--- src/gift_pkg.sv ---
package gift_pkg;

    localparam int MAX_DIGITS      = 10;
    localparam int MAX_RANGES      = 16;
    localparam int PERIODS_PER_LEN = 3;

    typedef logic [39:0] bcd_t;        // 10 packed BCD digits
    typedef logic [3:0]  digit_t;
    typedef logic [63:0] bin_t;
    typedef logic [3:0]  len_t;        // digit count 1..10
    typedef logic [3:0]  range_idx_t;
    typedef logic [4:0]  range_cnt_t;  // 0..16

    // ##################################################
    // period table entry: {valid, subtract, period[3:0]}
    // ##################################################
    typedef logic [5:0] period_ent_t;

    localparam int          PE_VALID_BIT = 5;
    localparam int          PE_SUB_BIT   = 4;
    localparam period_ent_t PE_NONE      = 6'h00;
    localparam period_ent_t PE_ADD       = 6'h20;
    localparam period_ent_t PE_SUB       = 6'h30;

    // inclusion-exclusion over the maximal proper divisors of each length
    localparam period_ent_t PERIOD_TABLE [0:MAX_DIGITS][0:PERIODS_PER_LEN-1] = '{
        '{PE_NONE,        PE_NONE,        PE_NONE},
        '{PE_NONE,        PE_NONE,        PE_NONE},         // single digit never repeats
        '{PE_ADD | 6'd1,  PE_NONE,        PE_NONE},
        '{PE_ADD | 6'd1,  PE_NONE,        PE_NONE},
        '{PE_ADD | 6'd2,  PE_NONE,        PE_NONE},         // period 1 is a subset of 2
        '{PE_ADD | 6'd1,  PE_NONE,        PE_NONE},
        '{PE_ADD | 6'd3,  PE_ADD | 6'd2,  PE_SUB | 6'd1},
        '{PE_ADD | 6'd1,  PE_NONE,        PE_NONE},
        '{PE_ADD | 6'd4,  PE_NONE,        PE_NONE},
        '{PE_ADD | 6'd3,  PE_NONE,        PE_NONE},
        '{PE_ADD | 6'd5,  PE_ADD | 6'd2,  PE_SUB | 6'd1}
    };

    // position of the highest nonzero digit, 1 for zero
    function automatic len_t bcd_len(bcd_t value);
        len_t len;
        len = 4'd1;
        for (int i = 1; i < MAX_DIGITS; i++) begin
            if (value[4*i +: 4] != 4'd0) begin
                len = len_t'(i + 1);
            end
        end
        return len;
    endfunction

endpackage

--- src/range_table_if.sv ---
`timescale 1ns/10ps

interface range_table_if
    import gift_pkg::*;
();
    range_idx_t idx;
    bcd_t       lo;
    bcd_t       hi;
    range_cnt_t count;
    logic       start;   // one-cycle run request
    logic       busy;
    bin_t       total;
    logic       finish;  // total is final

    modport regs (input idx, busy, total, finish, output lo, hi, count, start);
    modport seq  (output idx, busy, total, finish, input lo, hi, count, start);

endinterface

--- src/period_job_if.sv ---
`timescale 1ns/10ps

interface period_job_if
    import gift_pkg::*;
();
    // request side, held stable until ack
    logic req;
    bcd_t lo;
    bcd_t hi;
    len_t period;

    // response side
    logic ack;        // single-cycle pulse
    bin_t block_sum;

    modport seq  (output req, lo, hi, period, input ack, block_sum);
    modport unit (input req, lo, hi, period, output ack, block_sum);

endinterface

--- src/range_sequencer.sv ---
`timescale 1ns/10ps

module range_sequencer
    import gift_pkg::*;
(
    input  logic       clk,
    input  logic       rst,
    range_table_if.seq tbl,
    period_job_if.seq  job
);

    typedef enum logic [2:0] {
        idle,
        load,
        split,
        pick_period,
        wait_job,
        next
    } seq_state_t;

    seq_state_t  state;
    range_idx_t  idx;
    bcd_t        cur_lo;
    bcd_t        cur_hi;
    bcd_t        seg_hi;     // top of the same-length segment
    len_t        len;
    logic [1:0]  ent;
    logic        more;       // upper part of a split range still pending
    logic        req;
    bin_t        total;

    len_t        lo_len;
    len_t        hi_len;
    period_ent_t pe;
    logic        last_range;

    function automatic bcd_t all_nines(len_t n);
        bcd_t v;
        v = '0;
        for (int i = 0; i < MAX_DIGITS; i++) begin
            if (i < n) begin
                v[4*i +: 4] = 4'h9;
            end
        end
        return v;
    endfunction

    assign lo_len     = bcd_len(cur_lo);
    assign hi_len     = bcd_len(cur_hi);
    assign pe         = (ent < PERIODS_PER_LEN) ? PERIOD_TABLE[len][ent] : PE_NONE;
    assign last_range = (range_cnt_t'(idx) + 5'd1 >= tbl.count);

    assign tbl.idx    = idx;
    assign tbl.busy   = (state != idle);
    assign tbl.total  = total;
    assign tbl.finish = (state == next) && !more && last_range;   // busy still high here

    // fields only move after ack, so they stay stable while req is up
    assign job.req    = req;
    assign job.lo     = cur_lo;
    assign job.hi     = seg_hi;
    assign job.period = pe[3:0];

    always_ff @(posedge clk or posedge rst) begin
        if (rst) begin
            state  <= idle;
            idx    <= '0;
            cur_lo <= '0;
            cur_hi <= '0;
            seg_hi <= '0;
            len    <= '0;
            ent    <= '0;
            more   <= 1'b0;
            req    <= 1'b0;
            total  <= '0;
        end else begin
            case (state)
                idle: begin
                    if (tbl.start) begin
                        idx   <= '0;
                        total <= '0;
                        more  <= 1'b0;
                        state <= (tbl.count == '0) ? next : load;
                    end
                end
                load: begin
                    cur_lo <= tbl.lo;
                    cur_hi <= tbl.hi;
                    state  <= split;
                end
                split: begin
                    ent <= '0;
                    if (cur_lo > cur_hi) begin
                        more  <= 1'b0;   // empty range
                        state <= next;
                    end else begin
                        len    <= lo_len;
                        more   <= (lo_len != hi_len);
                        seg_hi <= (lo_len != hi_len) ? all_nines(lo_len) : cur_hi;
                        state  <= pick_period;
                    end
                end
                pick_period: begin
                    if (pe[PE_VALID_BIT]) begin
                        req   <= 1'b1;
                        state <= wait_job;
                    end else begin
                        state <= next;
                    end
                end
                wait_job: begin
                    if (job.ack) begin
                        req   <= 1'b0;
                        total <= pe[PE_SUB_BIT] ? total - job.block_sum : total + job.block_sum;
                        ent   <= ent + 2'd1;
                        state <= pick_period;
                    end
                end
                next: begin
                    if (more) begin
                        cur_lo <= bcd_t'(1) << {len, 2'b00};   // 10^len
                        state  <= split;
                    end else if (last_range) begin
                        state <= idle;
                    end else begin
                        idx   <= idx + 4'd1;
                        state <= load;
                    end
                end
                default: state <= idle;
            endcase
        end
    end

endmodule

--- src/flat_wrapper.sv ---
// flat-port wrapper written by rule: the top's interface ports become plain ports
module range_sequencer_flat import gift_pkg::*;
  (clk, rst, tbl_idx, tbl_busy, tbl_total, tbl_finish, tbl_lo, tbl_hi, tbl_count, tbl_start, job_req, job_lo, job_hi, job_period, job_ack, job_block_sum);
  range_table_if tbl_i ();
  period_job_if job_i ();
  input  logic clk;
  input  logic rst;
  output wire logic [$bits(tbl_i.idx)-1:0] tbl_idx;
  output wire logic [$bits(tbl_i.busy)-1:0] tbl_busy;
  output wire logic [$bits(tbl_i.total)-1:0] tbl_total;
  output wire logic [$bits(tbl_i.finish)-1:0] tbl_finish;
  input wire logic [$bits(tbl_i.lo)-1:0] tbl_lo;
  input wire logic [$bits(tbl_i.hi)-1:0] tbl_hi;
  input wire logic [$bits(tbl_i.count)-1:0] tbl_count;
  input wire logic [$bits(tbl_i.start)-1:0] tbl_start;
  output wire logic [$bits(job_i.req)-1:0] job_req;
  output wire logic [$bits(job_i.lo)-1:0] job_lo;
  output wire logic [$bits(job_i.hi)-1:0] job_hi;
  output wire logic [$bits(job_i.period)-1:0] job_period;
  input wire logic [$bits(job_i.ack)-1:0] job_ack;
  input wire logic [$bits(job_i.block_sum)-1:0] job_block_sum;
  assign tbl_idx = tbl_i.idx;
  assign tbl_busy = tbl_i.busy;
  assign tbl_total = tbl_i.total;
  assign tbl_finish = tbl_i.finish;
  assign tbl_i.lo = tbl_lo;
  assign tbl_i.hi = tbl_hi;
  assign tbl_i.count = tbl_count;
  assign tbl_i.start = tbl_start;
  assign job_req = job_i.req;
  assign job_lo = job_i.lo;
  assign job_hi = job_i.hi;
  assign job_period = job_i.period;
  assign job_i.ack = job_ack;
  assign job_i.block_sum = job_block_sum;
  range_sequencer u_core (.clk(clk), .rst(rst), .tbl(tbl_i), .job(job_i));
endmodule
--- config.mk ---
export PLATFORM = sky130hd
export DESIGN_NAME = range_sequencer_flat
export DESIGN_NICKNAME = d
export VERILOG_FILES = /design/src/gift_pkg.sv /design/src/range_table_if.sv /design/src/period_job_if.sv /design/src/range_sequencer.sv /design/src/flat_wrapper.sv
export SDC_FILE = /design/constraint.sdc
export NUM_CORES = 1
export LEC_CHECK = 0
export BUFFER_PORTS_ARGS = -buffer_cell sky130_fd_sc_hd__buf_2
export CAP_MARGIN = 20
export CORE_MARGIN = 10
export CORE_UTILIZATION = 45
export DETAILED_ROUTE_END_ITERATION = 6
export HOLD_SLACK_MARGIN = 0.03
export PLACE_DENSITY = 0.68
export SETUP_SLACK_MARGIN = 0.1
export SLEW_MARGIN = 0
export SYNTH_ARGS = -nofsm -noshare
export SYNTH_HDL_FRONTEND = slang
export SYNTH_SLANG_ARGS = --single-unit
--- constraint.sdc ---
create_clock -name clk -period 6.35 [get_ports clk]
set_input_delay 0.3175 -clock clk [delete_from_list [all_inputs] [get_ports clk]]
set_output_delay 0.3175 -clock clk [all_outputs]
set_load 0.005 [all_outputs]
Word-level counts from Yosys, hierarchy flattened
Memory sizes are Yosys's and may differ from the RTL's.
Index checks and enable logic that the tools add are counted.
{ "word_totals": {"ff_bits": 199, "romBits": 288, "input_bits": 153, "word_cells": 146, "memories": 1} }
{ "classes": {"n_addsub": 5, "n_lt_le_gt_ge": 15, "eq_ne": 12, "n_shift": 1, "mux": 61, "bitwise": 3, "reduce_logical": 38} }
{ "mem_list": {"columns": ["name", "words", "width", "rd", "rd_ports_with_merged_regs", "write_ports", "line", "rtl"], "rows": [
  ["(no name shown)", 16, 18, 1, 0, 0, "range_sequencer.sv:50", "assign pe = (ent < PERIODS_PER_LEN) ? PERIOD_TABLE[len][ent] : PE_NONE;"]
]} }
{ "op_table": {"columns": ["operator", "count"], "rows": [
  ["64-bit two-way mux", 3],
  ["64-bit one-hot mux with 2 select lines", 1],
  ["40-bit two-way mux", 2],
  ["40-bit one-hot mux with 2 select lines", 1],
  ["4-bit two-way mux", 19],
  ["4-bit nonzero test", 18],
  ["64-bit adder", 1],
  ["64-bit subtractor", 1],
  ["40-bit > comparator", 1],
  ["1-bit by 6-bit << shifter with 40-bit output, first input constant", 1],
  ["3-bit two-way mux", 13],
  ["18-bit two-way mux", 2],
  ["6-bit two-way mux", 3],
  ["3-bit one-hot mux with 6 select lines", 1],
  ["3-bit by 4-bit < comparator with 1-bit output, first input constant", 4],
  ["6-bit binary-select mux with 2-bit select", 1],
  ["2-bit nonzero test", 6],
  ["2-bit two-way mux", 5],
  ["2-bit AND reduction", 5],
  ["1-bit by 4-bit < comparator with 1-bit output, first input constant", 2],
  ["2-bit by 4-bit < comparator with 1-bit output, first input constant", 2],
  ["4-bit < comparator, first input constant", 2],
  ["2-bit != test, second input constant", 4],
  ["4-bit one-hot mux with 2 select lines", 1],
  ["other kinds (25)", 36]
]} }

Depth between registers and ports, before layout
Gate-level depths: netlist of the first run.
{ "logic_depth": {"ltp_word": 13, "depth_mapped": 22, "mapped_depth_nobuf": 21} }

Worst setup path after synthesis of the first run
OpenSTA, ideal clock, no wires.
{ "synth_path": {"kind": "input port to flip-flop", "start": "input port job_block_sum[14]", "end": "register u_core.total[60], in the netlist u_core.tbl.total[60]", "setup_time_ns": 0.122, "t_arrival_ns": 4.867, "required_time_ns": 6.228, "slack_ns": 1.361, "stages": 18, "path_buffers": 1, "path_cell_list": "or4_4 or4_4 or2_2 or4_1 o31ai_1 xor2_1 ha_1 clkbuf_1 nand4_1 nor2_1 and3_1 nand3_1 o2111ai_1 o21ai_0 o31ai_1 nand3_1 a21o_1 a32o_1"} }
{ "synth_via": {"elab_chain_cells": 4, "word_cells_on_any_way": 5, "classes_between": "2 x add/sub; 3 x mux"} }
{ "synth_lines": {"columns": ["item", "line", "rtl"], "rows": [
  ["start, declared", "flat_wrapper.sv:21", "input wire logic [$bits(job_i.block_sum)-1:0] job_block_sum;"],
  ["64-bit adder / 64-bit subtractor (equally long branches)", "range_sequencer.sv:114", "total <= pe[PE_SUB_BIT] ? total - job.block_sum : total + job.block_sum;"],
  ["64-bit two-way mux (*)", "range_sequencer.sv:114", null],
  ["64-bit two-way mux (*)", "range_sequencer.sv:112", "if (job.ack) begin"],
  ["64-bit one-hot mux with 2 select lines (*)", "range_sequencer.sv:77", "case (state)"],
  ["end signal, assigned", "range_sequencer.sv:114", null],
  ["end, declared", "range_sequencer.sv:30", "bin_t total;"]
]} }
Every way passes the cells marked *; elsewhere a longest branch is shown, timed or not. The select of a mux whose other input is x is not followed.
A chain may end at the register's enable or synchronous reset.

Worst setup path in the final report of the first run
{ "layout_path": {"start": "register u_core.ent[0]", "end": "register u_core.total[63], in the netlist u_core.tbl.total[63]"} }
{ "layout_via": {"elab_chain_cells": 8, "word_cells_on_any_way": 9, "classes_between": "1 x order compare; 7 x mux; 1 x bitwise"} }
{ "layout_lines": {"columns": ["item", "line", "rtl"], "rows": [
  ["start, declared", "range_sequencer.sv:27", "logic [1:0] ent;"],
  ["start signal, assigned", "range_sequencer.sv:115", "ent <= ent + 2'd1;"],
  ["2-bit inverter with 3-bit output (implied by the code)", "range_sequencer.sv:50", null],
  ["6-bit binary-select mux with 2-bit select", "range_sequencer.sv:50", null],
  ["6-bit two-way mux (implied by the code) (2 in series)", "range_sequencer.sv:50", null],
  ["6-bit two-way mux (*)", "range_sequencer.sv:50", null],
  ["64-bit two-way mux (*)", "range_sequencer.sv:114", null],
  ["64-bit two-way mux (*)", "range_sequencer.sv:112", null],
  ["64-bit one-hot mux with 2 select lines (*)", "range_sequencer.sv:77", null]
]} }
Marks and branches as above.

==> metrics.md, run 1 <==
| Metric | Value |
|---|---|
| Synthesized area | 14300 um^2 |
| Clock latency on the worst-skew pair | 0.47 ns |
| Worst-Margin Slew | 1.09 ns |
| Rel. slew slack | 0.274 |
| Critical path capture point type | flop |
| Sw frac | 0.491 |
| Fillers | 2951 |
| Synthesized flop and latch total | 199 |
| Max-cap violations | 0 |
| PortBufs | 306 |
| Clk pwr share | 0.125 |
| CP Class | reg -> reg |
| Fraction of registers with async set/reset | 1.00 |
| Number of synthesized flops with an enable pin | 0 |
| Synth Net Count | 1970 |
| First DRT Iteration DRCs | 1081 |
| CP startpoint kind | flop |
| Synth-to-Final Area Change | 17.4% |
| Status | finished clean |
| DRC | 0 |
| Met2 Use GR | 0.390 |
| Utilization after layout | 0.533 |
| GR Util met3 | 0.0545 |
| Die area | 39300 um^2 |
| First-pass GRT wire length | 76.4 mm |
| Total grt overflow | 0 |
| Wire length per cell | 20.6 um |
| R2R Setup Slk | 1.12 ns |
| ANT nets after route | 0 |
| Vias | 14.0k |
| Post-CTS sizing | 0 |
| Largest net degree at the start of global routing | 121 |
| Initial antenna violation count | 2 |
| Final period util | 0.823 |
| Setup bufs post-CTS | 0 |
| CTS sink cnt | 199 |
| Crit path DAT | 5.55 ns |
| Share of power burned in registers | 0.277 |
| Post-layout min period | 5.23 ns |
| Pleak | 8.46 nW |
| Sequential area share after synthesis | 0.349 |
| Detailed Route WL | 48.9 mm |
| Synth unique cells | 73 |
| CTS Buffer Depth | 2 |
| Max Clock Skew | 0.0146 ns |
| GR Util met1 | 0.329 |
| Number of placed I/O pins | 308 |
| Worst hold path type | in -> async |
| CTS root buf | clkbuf_16 |
| Warnings, synthesis | 0 |
| Pins over their slew limit | 0 |
| Req. time, crit path | 6.67 ns |
| Die height | 198 um |
| CTS tree | built |
| Htree depth | 4 |
| Post-layout nets | 2230 |
| Setup TNS | 0 ns |
| Primary FF master, synth | dfrtp_1 |
| NetSw | 4.24 mW |
| Final Setup Violations | 0 |
| RSZ-0062 raised after global routing | no |
| Share of layout cells above drive strength 1 | 0.197 |
| Comb power frac | 0.597 |
| Crit-path max FO | 30 |
| Mapped Cells | 1705 |
| CTS Hold Bufs | 0 |
| TritonRoute pass-1 iters | 5 |
| Cell area power density | 515 nW/um^2 |
| Starting Density | 0.454 |
| Final hold vios | 0 |
| Die span in x | 198 um |
| Pint | 4.39 mW |
| Core area | 31500 um^2 |
| Max frequency | 191 MHz |
| Placer Congestion | 0.932 |
| Vias in the first global route | 13.7k |
| Drt via density | 5.86 |
| Peak supply drop | 380 uV |
| CTS clk-pin slew, worst paths | 0.08 ns |
| Aggregate global-route resource usage | 0.244 |
| Total CTS buffers | 17 |
| Cell Rows | 65 |
| Most used routing layer | met2 |
| Syn avg cell area | 8.38 um^2 |
| Post-DP HPWL | 38.1 mm |
==> final cells by class <==
| cell class | count | area (um^2) | area share |
|---|---|---|---|
| inverters | 73 | 282 | 0.0168 |
| clock buffers | 18 | 429 | 0.0256 |
| repair buffers | 328 | 1710 | 0.102 |
| multi-input cells | 1346 | 8730 | 0.520 |
| diodes | 1 | 2.50 | 0.000149 |
| clock inverters | 14 | 139 | 0.00828 |
| well taps | 402 | 503 | 0.0300 |
| flip-flops and latches | 199 | 4980 | 0.297 |
==> cells in the mapped netlist (all sizes together) (19+ instances only) <==
master | n | area [um^2]
xnor2 | 52 | 455
inv | 73 | 274
o31ai | 45 | 338
xor2 | 71 | 622
nor3 | 30 | 173
nor4 | 25 | 171
nand3 | 19 | 95.1
clkbuf | 84 | 315
dfrtp | 199 | 4980
a21oi | 118 | 591
nand2 | 244 | 926
nand4 | 34 | 213
o21ai | 192 | 961
ha | 111 | 1390
a21o | 59 | 443
a22o | 37 | 324
nor2 | 90 | 338
==> placed cells by master (no fill, tap or decap), types with 10 or more instances in the layout <==
cell       Yosys  routed
buf_2          0     306
nand2_1      242     242
dfrtp_1      199     199
o21ai_0      191     191
a21oi_1      118     116
ha_1         111     111
nor2_1        90      90
inv_1         73      72
xor2_1        71      71
a21o_1        59      59
xnor2_1       52      52
o31ai_1       45      45
a22o_1        37      37
nand4_1       34      34
nor3_1        28      28
nor4_1        24      24
buf_4          2      21
nand3_1       19      18
and3_1        17      17
nand2b_1      17      17
clkbuf_16      0      17
a31oi_1       16      16
or4_1         11      11
or3_1         11      11
nor2b_1       10      10
o211ai_1      10      10
==> cells by family after synthesis <==
kind of cell | share of synthesized area
mux | 0.00508
buf+inv | 0.0426
xor+xnor | 0.0754
other cells | 0.000262
compound gates | 0.245
flops | 0.349
fa+ha+maj | 0.0986
simple gates | 0.185
==> per-layer routing <==
layer	vias up	wire, um
li1	6692	-
met1	6726	22000
met2	489	22900
met3	45	3400
met4	2	663
met5	-	10
==> worst max-delay path: stages (launching register included) <==
cell and delay, ns:
dfrtp_1 0.46, ha_1 0.28, a21oi_1 0.20, nand3_1 0.50, buf_4 0.46, o31ai_1 0.13, xor2_1 0.30, ha_1 0.36
a2111oi_0 0.44, a21oi_1 0.16, a31oi_1 0.20, a31oi_1 0.19, buf_4 0.21, a211oi_1 0.59, nand3b_1 0.22, a31oi_1 0.09
o21ai_0 0.18, o31ai_1 0.09
==> per-stage QoR <==
step / hold slack [ns] / instance area [um^2] / instances / worst slack (ns) / power, mW
6_report: 0.0509 / 16800 / 2381 / 1.12 / 8.64
4_1_cts: 0.0435 / 16800 / 2379 / 1.11 / 8.62
3_3_place_gp: 0.458 / 16200 / 2347 / 1.05 / 7.41
2_1_floorplan: 0.434 / 14300 / 1705 / 0.607 / 5.73
3_5_place_dp: 0.463 / 16200 / 2347 / 0.932 / 7.51
5_1_grt: 0.0426 / 16800 / 2381 / 0.745 / 9.39
==> power by group through the flow <==
stage               clock (mW)  combinational [mW]  sequential [mW]
floorplan                    0                3.49             2.24
global placement             0                5.02             2.39
detailed placement           0                5.10             2.40
CTS                       1.09                5.13             2.39
global route              1.14                5.78             2.47
finish                    1.08                5.16             2.40
==> sequential cells by signal, indices dropped and copies added, names as in the netlist <==
| signal | count |
|---|---|
| u_core.tbl.total | 64 |
| u_core.cur_hi | 40 |
| u_core.job.hi | 40 |
| u_core.job.lo | 40 |
| u_core.len | 4 |
| u_core.tbl.idx | 4 |
| u_core.state | 3 |
| u_core.ent | 2 |
| u_core.job.req | 1 |
| u_core.more | 1 |
==> final timing paths <==
kind,from,endpoint,depth (start not counted)
max in group asynchronous,rst,u_core.cur_hi[29],4
worst max register to register,u_core.ent[0],u_core.tbl.total[63],17
worst min-delay path,rst,u_core.tbl.total[62],2
worst min register to register,u_core.job.hi[13],u_core.job.hi[13],2
min in group clk,tbl_hi[35],u_core.cur_hi[35],3
worst max-delay path,u_core.ent[0],u_core.tbl.total[63],17
Power figures use the tool's default switching activity.
==> run 2, diff against run 1 <==
--- a/config.mk
+++ b/config.mk
@@ -5,13 +5,14 @@
 export SDC_FILE = /design/constraint.sdc
 export NUM_CORES = 1
 export LEC_CHECK = 0
+export ABC_AREA = 1
 export BUFFER_PORTS_ARGS = -buffer_cell sky130_fd_sc_hd__buf_2
 export CAP_MARGIN = 20
 export CORE_MARGIN = 10
 export CORE_UTILIZATION = 45
 export DETAILED_ROUTE_END_ITERATION = 6
 export HOLD_SLACK_MARGIN = 0.03
-export PLACE_DENSITY = 0.68
+export PLACE_DENSITY = 0.67
 export SETUP_SLACK_MARGIN = 0.1
 export SLEW_MARGIN = 0
 export SYNTH_ARGS = -nofsm -noshare
==> constraint.sdc (replaced) <==
create_clock -name clk -period 4.85 [get_ports clk]
set_input_delay 0.2425 -clock clk [delete_from_list [all_inputs] [get_ports clk]]
set_output_delay 0.2425 -clock clk [all_outputs]
set_load 0.005 [all_outputs]
==> run 2 against run 1 <==
Compared with the run above: maximum frequency rose by 16%; synthesized cell count rose by 42%; non-clock buffer count rose by 69; clock power rose by 44%; routed wire length rose by 44%; critical path depth rose by 2; clock skew rose by 0.0094 ns; cell count rose by 37%; hold slack improved by 0.0011 ns; power rose by 29%; die area rose by 11%; sequential cell count did not move; highest routed layer unchanged.
==> metrics.md, run 2 <==
| Metric | Value |
|---|---|
| Status | finished clean |
| Die area | 43700 um^2 (+11%) |
| RSZ-0062 raised after global routing | no |
| CTS sink cnt | 199 (unchanged) |
| Synth top area cells | dfrtp_1 31%, nand2_1 15%, ha_1 8.6% |
| Initial antenna violation count | 13 (+11) |
| Core area | 35400 um^2 (+12%) |
| Place WS | 0.551 ns (-0.382 ns) |
| PortBufs | 306 (unchanged) |
| Die span in x | 209 um (+5.5%) |
| First DRT Iteration DRCs | 1616 (+49%) |
| Placer Congestion | 1.04 (+12%) |
| Post-layout nets | 3052 (+37%) |
| Primary FF master, synth | dfrtp_1 |
| Warnings, synthesis | 0 (unchanged) |
| Rel. slew slack | 0.300 (+0.0257) |
| Post-DP HPWL | 56.5 mm (+48%) |
| Largest register FFs | 64 (unchanged) |
| Commonest non-fill, non-tap cells in the layout | 651 x nand2_1, 306 x buf_2, 303 x inv_1 |
| Share of layout cells above drive strength 1 | 0.147 (-0.0500) |
| Clock latency on the worst-skew pair | 0.48 ns (about the same) |
| CP Class | reg -> reg |
| Leading cell type in the layout, fill and taps excluded | nand2_1 |
| Final Setup Violations | 0 (unchanged) |
| Synthesized area | 16100 um^2 (+13%) |
| Crit path DAT | 4.86 ns (-0.69 ns) |
| Fraction of registers with async set/reset | 1.00 (unchanged) |
| Synth Net Count | 2691 (+37%) |
| First-pass GRT wire length | 107 mm (+39%) |
| Vias in the first global route | 17.9k (+31%) |
| Detailed Route WL | 70.3 mm (+44%) |
| R2r endpoint | u_core.tbl.total[46] |
| CTS root buf | clkbuf_16 |
| Number of synthesized flops with an enable pin | 0 (unchanged) |
| Setup TNS | 0 ns (unchanged) |
| Number of placed I/O pins | 308 (unchanged) |
| Vias | 18.2k (+30%) |
| Synth-to-Final Area Change | 21.2% |
| Final hold vios | 0 (unchanged) |
| Cell area power density | 570 nW/um^2 (+11%) |
| Worst reg2reg startpoint | u_core.len[3] |
| Sequential area share after synthesis | 0.310 (-0.0390) |
| Max frequency | 221 MHz (+16%) |
| Mapped Cells | 2426 (+42%) |
| Setup WS post-layout | 0.326 ns (-0.799 ns) |
| Max-cap violations | 0 (unchanged) |
| Most instantiated cells after synthesis | 651 x nand2_1, 304 x inv_1, 289 x nor2_1 |
| CTS Buffer Depth | 2 (unchanged) |
| Post-layout min period | 4.52 ns (-0.701 ns) |
| Pleak | 10.1 nW (+20%) |
| Total CTS buffers | 17 (unchanged) |
| Setup bufs post-CTS | 0 (unchanged) |
| Pins over their slew limit | 0 (unchanged) |
| Critical path capture point type | flop |
| Synthesized flop and latch total | 199 (unchanged) |
| Req. time, crit path | 5.19 ns (-1.48 ns) |
| Synth unique cells | 56 (-23%) |
| Wire length per cell | 21.5 um (+4.7%) |
| DRC | 0 (unchanged) |
| Fillers | 3498 (+19%) |
| R2R Setup Slk | 0.33 ns (-0.80 ns) |
| Worst reg2reg path depth | 19 (+2) |
| Drt via density | 5.56 (-5.1%) |
| Hold slack | 0.0520 ns (+0.00109 ns) |
| Synth top area share | 0.310 (-0.0390) |
| Final period util | 0.933 (+0.110) |
| CP startpoint kind | flop |
| Starting Density | 0.454 (+0.000566) |
| Dominant cell by count in the synthesized netlist | nand2_1 |
| Max Clock Skew | 0.0240 ns (+0.00941 ns) |
| Syn avg cell area | 6.63 um^2 (-21%) |
| ANT nets after route | 0 (unchanged) |
| TritonRoute pass-1 iters | 5 (unchanged) |
| CTS tree | built |
| Crit-path max FO | 38 (+27%) |
| Largest net degree at the start of global routing | 137 (+13%) |
| Worst-Margin Slew | 1.04 ns (-0.0495 ns) |
| CTS clk-pin slew, worst paths | 0.09 ns (about the same) |
| Die height | 209 um (+5.5%) |
| Aggregate global-route resource usage | 0.314 (+0.0698) |
| Hold Startpoint | tbl_hi[0] |
| Cell Rows | 69 (+6.2%) |
| Total grt overflow | 0 (unchanged) |
| Cell taking the most area after synthesis | dfrtp_1 |
| Hold Crit Endpoint | u_core.cur_hi[0] |
| Worst hold path type | in -> reg |
| Peak supply drop | 368 uV (-3.2%) |
| Hold path depth | 2 |
| Post-CTS sizing | 0 (unchanged) |
| Htree depth | 4 (unchanged) |
| Largest register by flop count | u_core.tbl.total |
-- run 2: layout make-up --
| cell class | instances | area, um^2 | area share |
|---|---|---|---|
| inverter | 314 | 1180 | 0.0606 |
| antenna | 5 | 12.5 | 0.000642 |
| clock buffer | 18 | 439 | 0.0225 |
| tap | 461 | 577 | 0.0296 |
| sequential | 199 | 4980 | 0.255 |
| timing repair buffer | 397 | 2420 | 0.124 |
| clock inverter | 14 | 170 | 0.00873 |
| multi-input combinational | 1858 | 9710 | 0.498 |
-- run 2: cells by family after synthesis --
group           Yosys count  synth area share
buf+inv                 369            0.0884
mux                       1          0.000700
fa+ha+maj               112            0.0876
compound gates          450             0.156
simple gates           1225             0.320
other cells               1          0.000233
xor+xnor                 69            0.0376
flops                   199             0.310
-- run 2: routing by layer --
layer	vias to the layer above	GRT usage	part of all wire
li1	8680	-	-
met1	8578	0.406	0.43
met2	764	0.488	0.45
met3	136	0.0933	0.089
met4	12	0.113	0.036
met5	-	0	0.0010
-- run 2: stage by stage --
step	utilization	cells	power, mW	cell area [um^2]
global placement	0.512	3156	9.30	18100
global route	0.551	3263	12.0	19500
CTS	0.550	3259	11.0	19500
detailed placement	0.513	3157	9.41	18200
floorplan	-	2426	6.90	16100
finish	0.551	3266	11.1	19500
-- run 2: worst max-delay path, stage by stage, from the launching register on --
cell and delay (ns):
dfrtp_1 0.48, o21bai_1 0.21, nand2_1 0.09, nor2_1 0.06, nand3_2 0.07, buf_4 0.38, o21ai_0 0.19, xor2_1 0.19
ha_1 0.37, nand2_1 0.11, nor2_1 0.40, nand2_1 0.08, o21ai_0 0.82, nand2_1 0.11, nand2_1 0.29, nand2_1 0.10
nand2_1 0.15, a21oi_1 0.08, o21ai_0 0.09, nand2_1 0.08
-- run 2: worst max-delay path by stage --
stage | from | to | slack [ns] | cells after the start
3_3_place_gp | u_core.len[3] | u_core.tbl.total[46] | 0.60 | 19
6_report | u_core.len[3] | u_core.tbl.total[46] | 0.33 | 19
4_1_cts | u_core.len[3] | u_core.tbl.total[56] | 0.58 | 19
2_1_floorplan | u_core.len[3] | u_core.tbl.total[49] | 1.66 | 23
3_5_place_dp | job_block_sum[1] | u_core.tbl.total[50] | 0.55 | 24
5_1_grt | u_core.len[3] | u_core.tbl.total[50] | 0.17 | 20
-- run 2: where the power goes --
part           leakage, nW  switching, mW  internal (mW)  total (mW)
combinational         7.29           4.25           2.17        6.42
clock                0.298          0.827          0.719        1.55
sequential            2.55          0.757           2.40        3.15
total                 10.1           5.83           5.28        11.1
-- run 2: what timing repair did --
action                                  CTS  global route
endpoints found under the setup margin    0             0
hold buffers                             70             0
hold endpoints to repair                 72             0
==> run 3, diff against run 2 <==
--- a/config.mk
+++ b/config.mk
@@ -13,6 +13,7 @@
 export DETAILED_ROUTE_END_ITERATION = 6
 export HOLD_SLACK_MARGIN = 0.03
 export PLACE_DENSITY = 0.67
+export RECOVER_POWER = 50
 export SETUP_SLACK_MARGIN = 0.1
 export SLEW_MARGIN = 0
 export SYNTH_ARGS = -nofsm -noshare
==> run 3 against run 2 <==
Compared with the run above: the flow now finishes with violations (capacitance limit, slew limit); cell area fell by 0.74%; global-route usage stayed put; largest cell class unchanged; critical path type unchanged; sequential share of layout area is 0.19 points higher.
==> metrics.md, run 3 (synthesis results as in run 2) <==
| Metric | Value |
|---|---|
| Failing checks | capacitance limit, slew limit |
| Pins over their slew limit | 201 (+201) |
| Peak supply drop | 359 uV (-2.5%) |
| Largest register by flop count | u_core.tbl.total |
| Hold Crit Endpoint | u_core.cur_hi[0] |
| Post-DP HPWL | 56.5 mm (unchanged) |
| Setup bufs post-CTS | 0 (unchanged) |
| Setup WS post-layout | 0.420 ns (+0.0946 ns) |
| Cell Rows | 69 (unchanged) |
| CTS Buffer Depth | 2 (unchanged) |
| Share of layout cells above drive strength 1 | 0.111 (-0.0361) |
| Wire length per cell | 21.5 um (about the same) |
| Non-Filler Instances | 3266 (unchanged) |
| Die area | 43700 um^2 (unchanged) |
| Setup TNS | 0 ns (unchanged) |
| Number of placed I/O pins | 308 (unchanged) |
| CTS sink cnt | 199 (unchanged) |
| RSZ-0062 raised after global routing | no |
| Total grt overflow | 0 (unchanged) |
| Fillers | 3567 (+2.0%) |
| Crit-path max FO | 38 (unchanged) |
| Max frequency | 226 MHz (+2.1%) |
| PortBufs | 306 (unchanged) |
| Crit path DAT | 4.77 ns (-0.09 ns) |
| Detailed Route WL | 70.3 mm (about the same) |
| Critical Path Max Stage Delay | 0.77 ns (-0.05 ns) |
| Worst Path Buf+Inv | 1 (unchanged) |
| Total CTS buffers | 17 (unchanged) |
| DRC | 0 (unchanged) |
| Vias in the first global route | 17.9k (unchanged) |
| Initial antenna violation count | 13 (unchanged) |
| Post-CTS sizing | 0 (unchanged) |
| Commonest non-fill, non-tap cells in the layout | 651 x nand2_1, 303 x inv_1, 287 x nor2_1 |
| CP Class | reg -> reg |
| Top Family by Delay on Critical Path | simple AND/OR/NAND/NOR gates |
| Max Clock Skew | 0.0235 ns (-0.000487 ns) |
| Final Setup Violations | 0 (unchanged) |
| Core area | 35400 um^2 (unchanged) |
| R2R Setup Slk | 0.42 ns (+0.09 ns) |
| Worst-path cell with the longest stage delay | o21ai_0 |
| Die span in x | 209 um (unchanged) |
| Worst reg2reg startpoint | u_core.len[3] |
| First-pass GRT wire length | 107 mm (unchanged) |
| Clock latency on the worst-skew pair | 0.48 ns (about the same) |
| CP cell instances | o21bai_1 -> nand2_1 -> nor2_1 -> nand3_2 -> buf_4 -> o21ai_0 -> xor2_1 -> ha_1 -> nand2_1 -> nor2_1 -> nand2_1 -> o21ai_0 -> nand2_1 -> nand2_1 -> nand2_1 -> nand2_1 -> a21oi_1 -> o21ai_0 -> nand2_1 |
| Starting Density | 0.454 (unchanged) |
| Rel. slew slack | -1.47 (-1.77) |
| CP startpoint kind | flop |
| Hold slack | 0.0515 ns (-0.000468 ns) |
| Largest register FFs | 64 (unchanged) |
| Final period util | 0.913 (-0.0195) |
| Max-cap violations | 2 (+2) |
| TritonRoute pass-1 iters | 6 (+1) |
| Place WS | 0.551 ns (unchanged) |
| R2r endpoint | u_core.tbl.total[46] |
| Htree depth | 4 (unchanged) |
| CP most frequent cell | nand2_1 |
| Post-layout min period | 4.43 ns (-0.0946 ns) |
| Pleak | 9.76 nW (-3.8%) |
| Drt via density | 5.58 (+0.26%) |
| Status | finished, violations left |
| CTS root buf | clkbuf_16 |
| First DRT Iteration DRCs | 1711 (+5.9%) |
| ANT nets after route | 0 (unchanged) |
| CTS clk-pin slew, worst paths | 0.09 ns (about the same) |
| Placer Congestion | 1.04 (unchanged) |
| Synth-to-Final Area Change | 20.3% |
| Aggregate global-route resource usage | 0.314 (unchanged) |
| Vias | 18.2k (+0.26%) |
| Largest net degree at the start of global routing | 137 (unchanged) |
| Leading cell type in the layout, fill and taps excluded | nand2_1 |
| Hold Startpoint | tbl_hi[0] |
| Cell area power density | 570 nW/um^2 (about the same) |
| Req. time, crit path | 5.19 ns (about the same) |
| Final hold vios | 0 (unchanged) |
| Die height | 209 um (unchanged) |
| Worst reg2reg path depth | 19 (unchanged) |
| # placed instances | 3157 (unchanged) |
| Worst-Margin Slew | 3.71 ns (+2.67 ns) |
| Hold path depth | 2 (unchanged) |
| Worst hold path type | in -> reg |
| Post-layout nets | 3052 (unchanged) |
| CTS tree | built |
| Critical path capture point type | flop |
## run 3: cell types whose count changed in the layout (fill, tap and decap cells not counted)
cell,previous run,this run
buf_4,17,16
clkbuf_2,0,1
buf_2,306,206
buf_12,1,0
clkbuf_1,0,101
## run 3: how the worst max path moves through the flow
stage,end,depth (start not counted),start
CTS,u_core.tbl.total[56],19,u_core.len[3]
finish,u_core.tbl.total[46],19,u_core.len[3]
floorplan,u_core.tbl.total[49],23,u_core.len[3]
detailed placement,u_core.tbl.total[50],24,job_block_sum[1]
global route,u_core.tbl.total[50],20,u_core.len[3]
global placement,u_core.tbl.total[46],19,u_core.len[3]
## run 3: stage by stage
stage,area [um^2],utilization,power [mW]
2_1_floorplan,16100,-,6.90
3_3_place_gp,18100,0.512,9.30
3_5_place_dp,18200,0.513,9.41
4_1_cts,19500,0.550,11.0
5_1_grt,19300,0.547,11.9
6_report,19400,0.547,11.0
## run 3: worst reg2reg max path, cell delays in order (launching register included)
cell and delay (ns):
dfrtp_1 0.48, o21bai_1 0.21, nand2_1 0.10, nor2_1 0.06, nand3_2 0.07, buf_4 0.39, o21ai_0 0.20, xor2_1 0.18
ha_1 0.37, nand2_1 0.11, nor2_1 0.40, nand2_1 0.08, o21ai_0 0.77, nand2_1 0.12, nand2_1 0.28, nand2_1 0.10
nand2_1 0.14, a21oi_1 0.08, o21ai_0 0.09, nand2_1 0.09
## run 3: where the power goes
part / internal [mW] / total, mW / leakage, nW / switching [mW]
combinational: 2.07 / 6.32 / 6.91 / 4.24
clock: 0.719 / 1.54 / 0.298 / 0.826
sequential: 2.40 / 3.17 / 2.55 / 0.770
## run 3: area by class of cell
type | instances | area [um^2] | area share
multi-input combinational | 1858 | 9710 | 0.502
inverter | 314 | 1180 | 0.0611
sequential | 199 | 4980 | 0.257
clock inverter | 14 | 170 | 0.00879
timing repair buffer | 397 | 2280 | 0.118
antenna | 5 | 12.5 | 0.000646
tap | 461 | 577 | 0.0298
clock buffer | 18 | 439 | 0.0227
## run 3: repair_timing
item / CTS / global route
endpoints found under the hold margin: 72 / 0
hold buffers: 70 / 0
setup endpoints to repair: 0 / 0
## run 3: per-layer routing
layer | vias up | GRT usage | wire length [um]
li1 | 8678 | - | -
met1 | 8617 | 0.406 | 29900
met2 | 776 | 0.488 | 31500
met3 | 134 | 0.0933 | 6330
met4 | 12 | 0.113 | 2420
met5 | - | 0 | 73
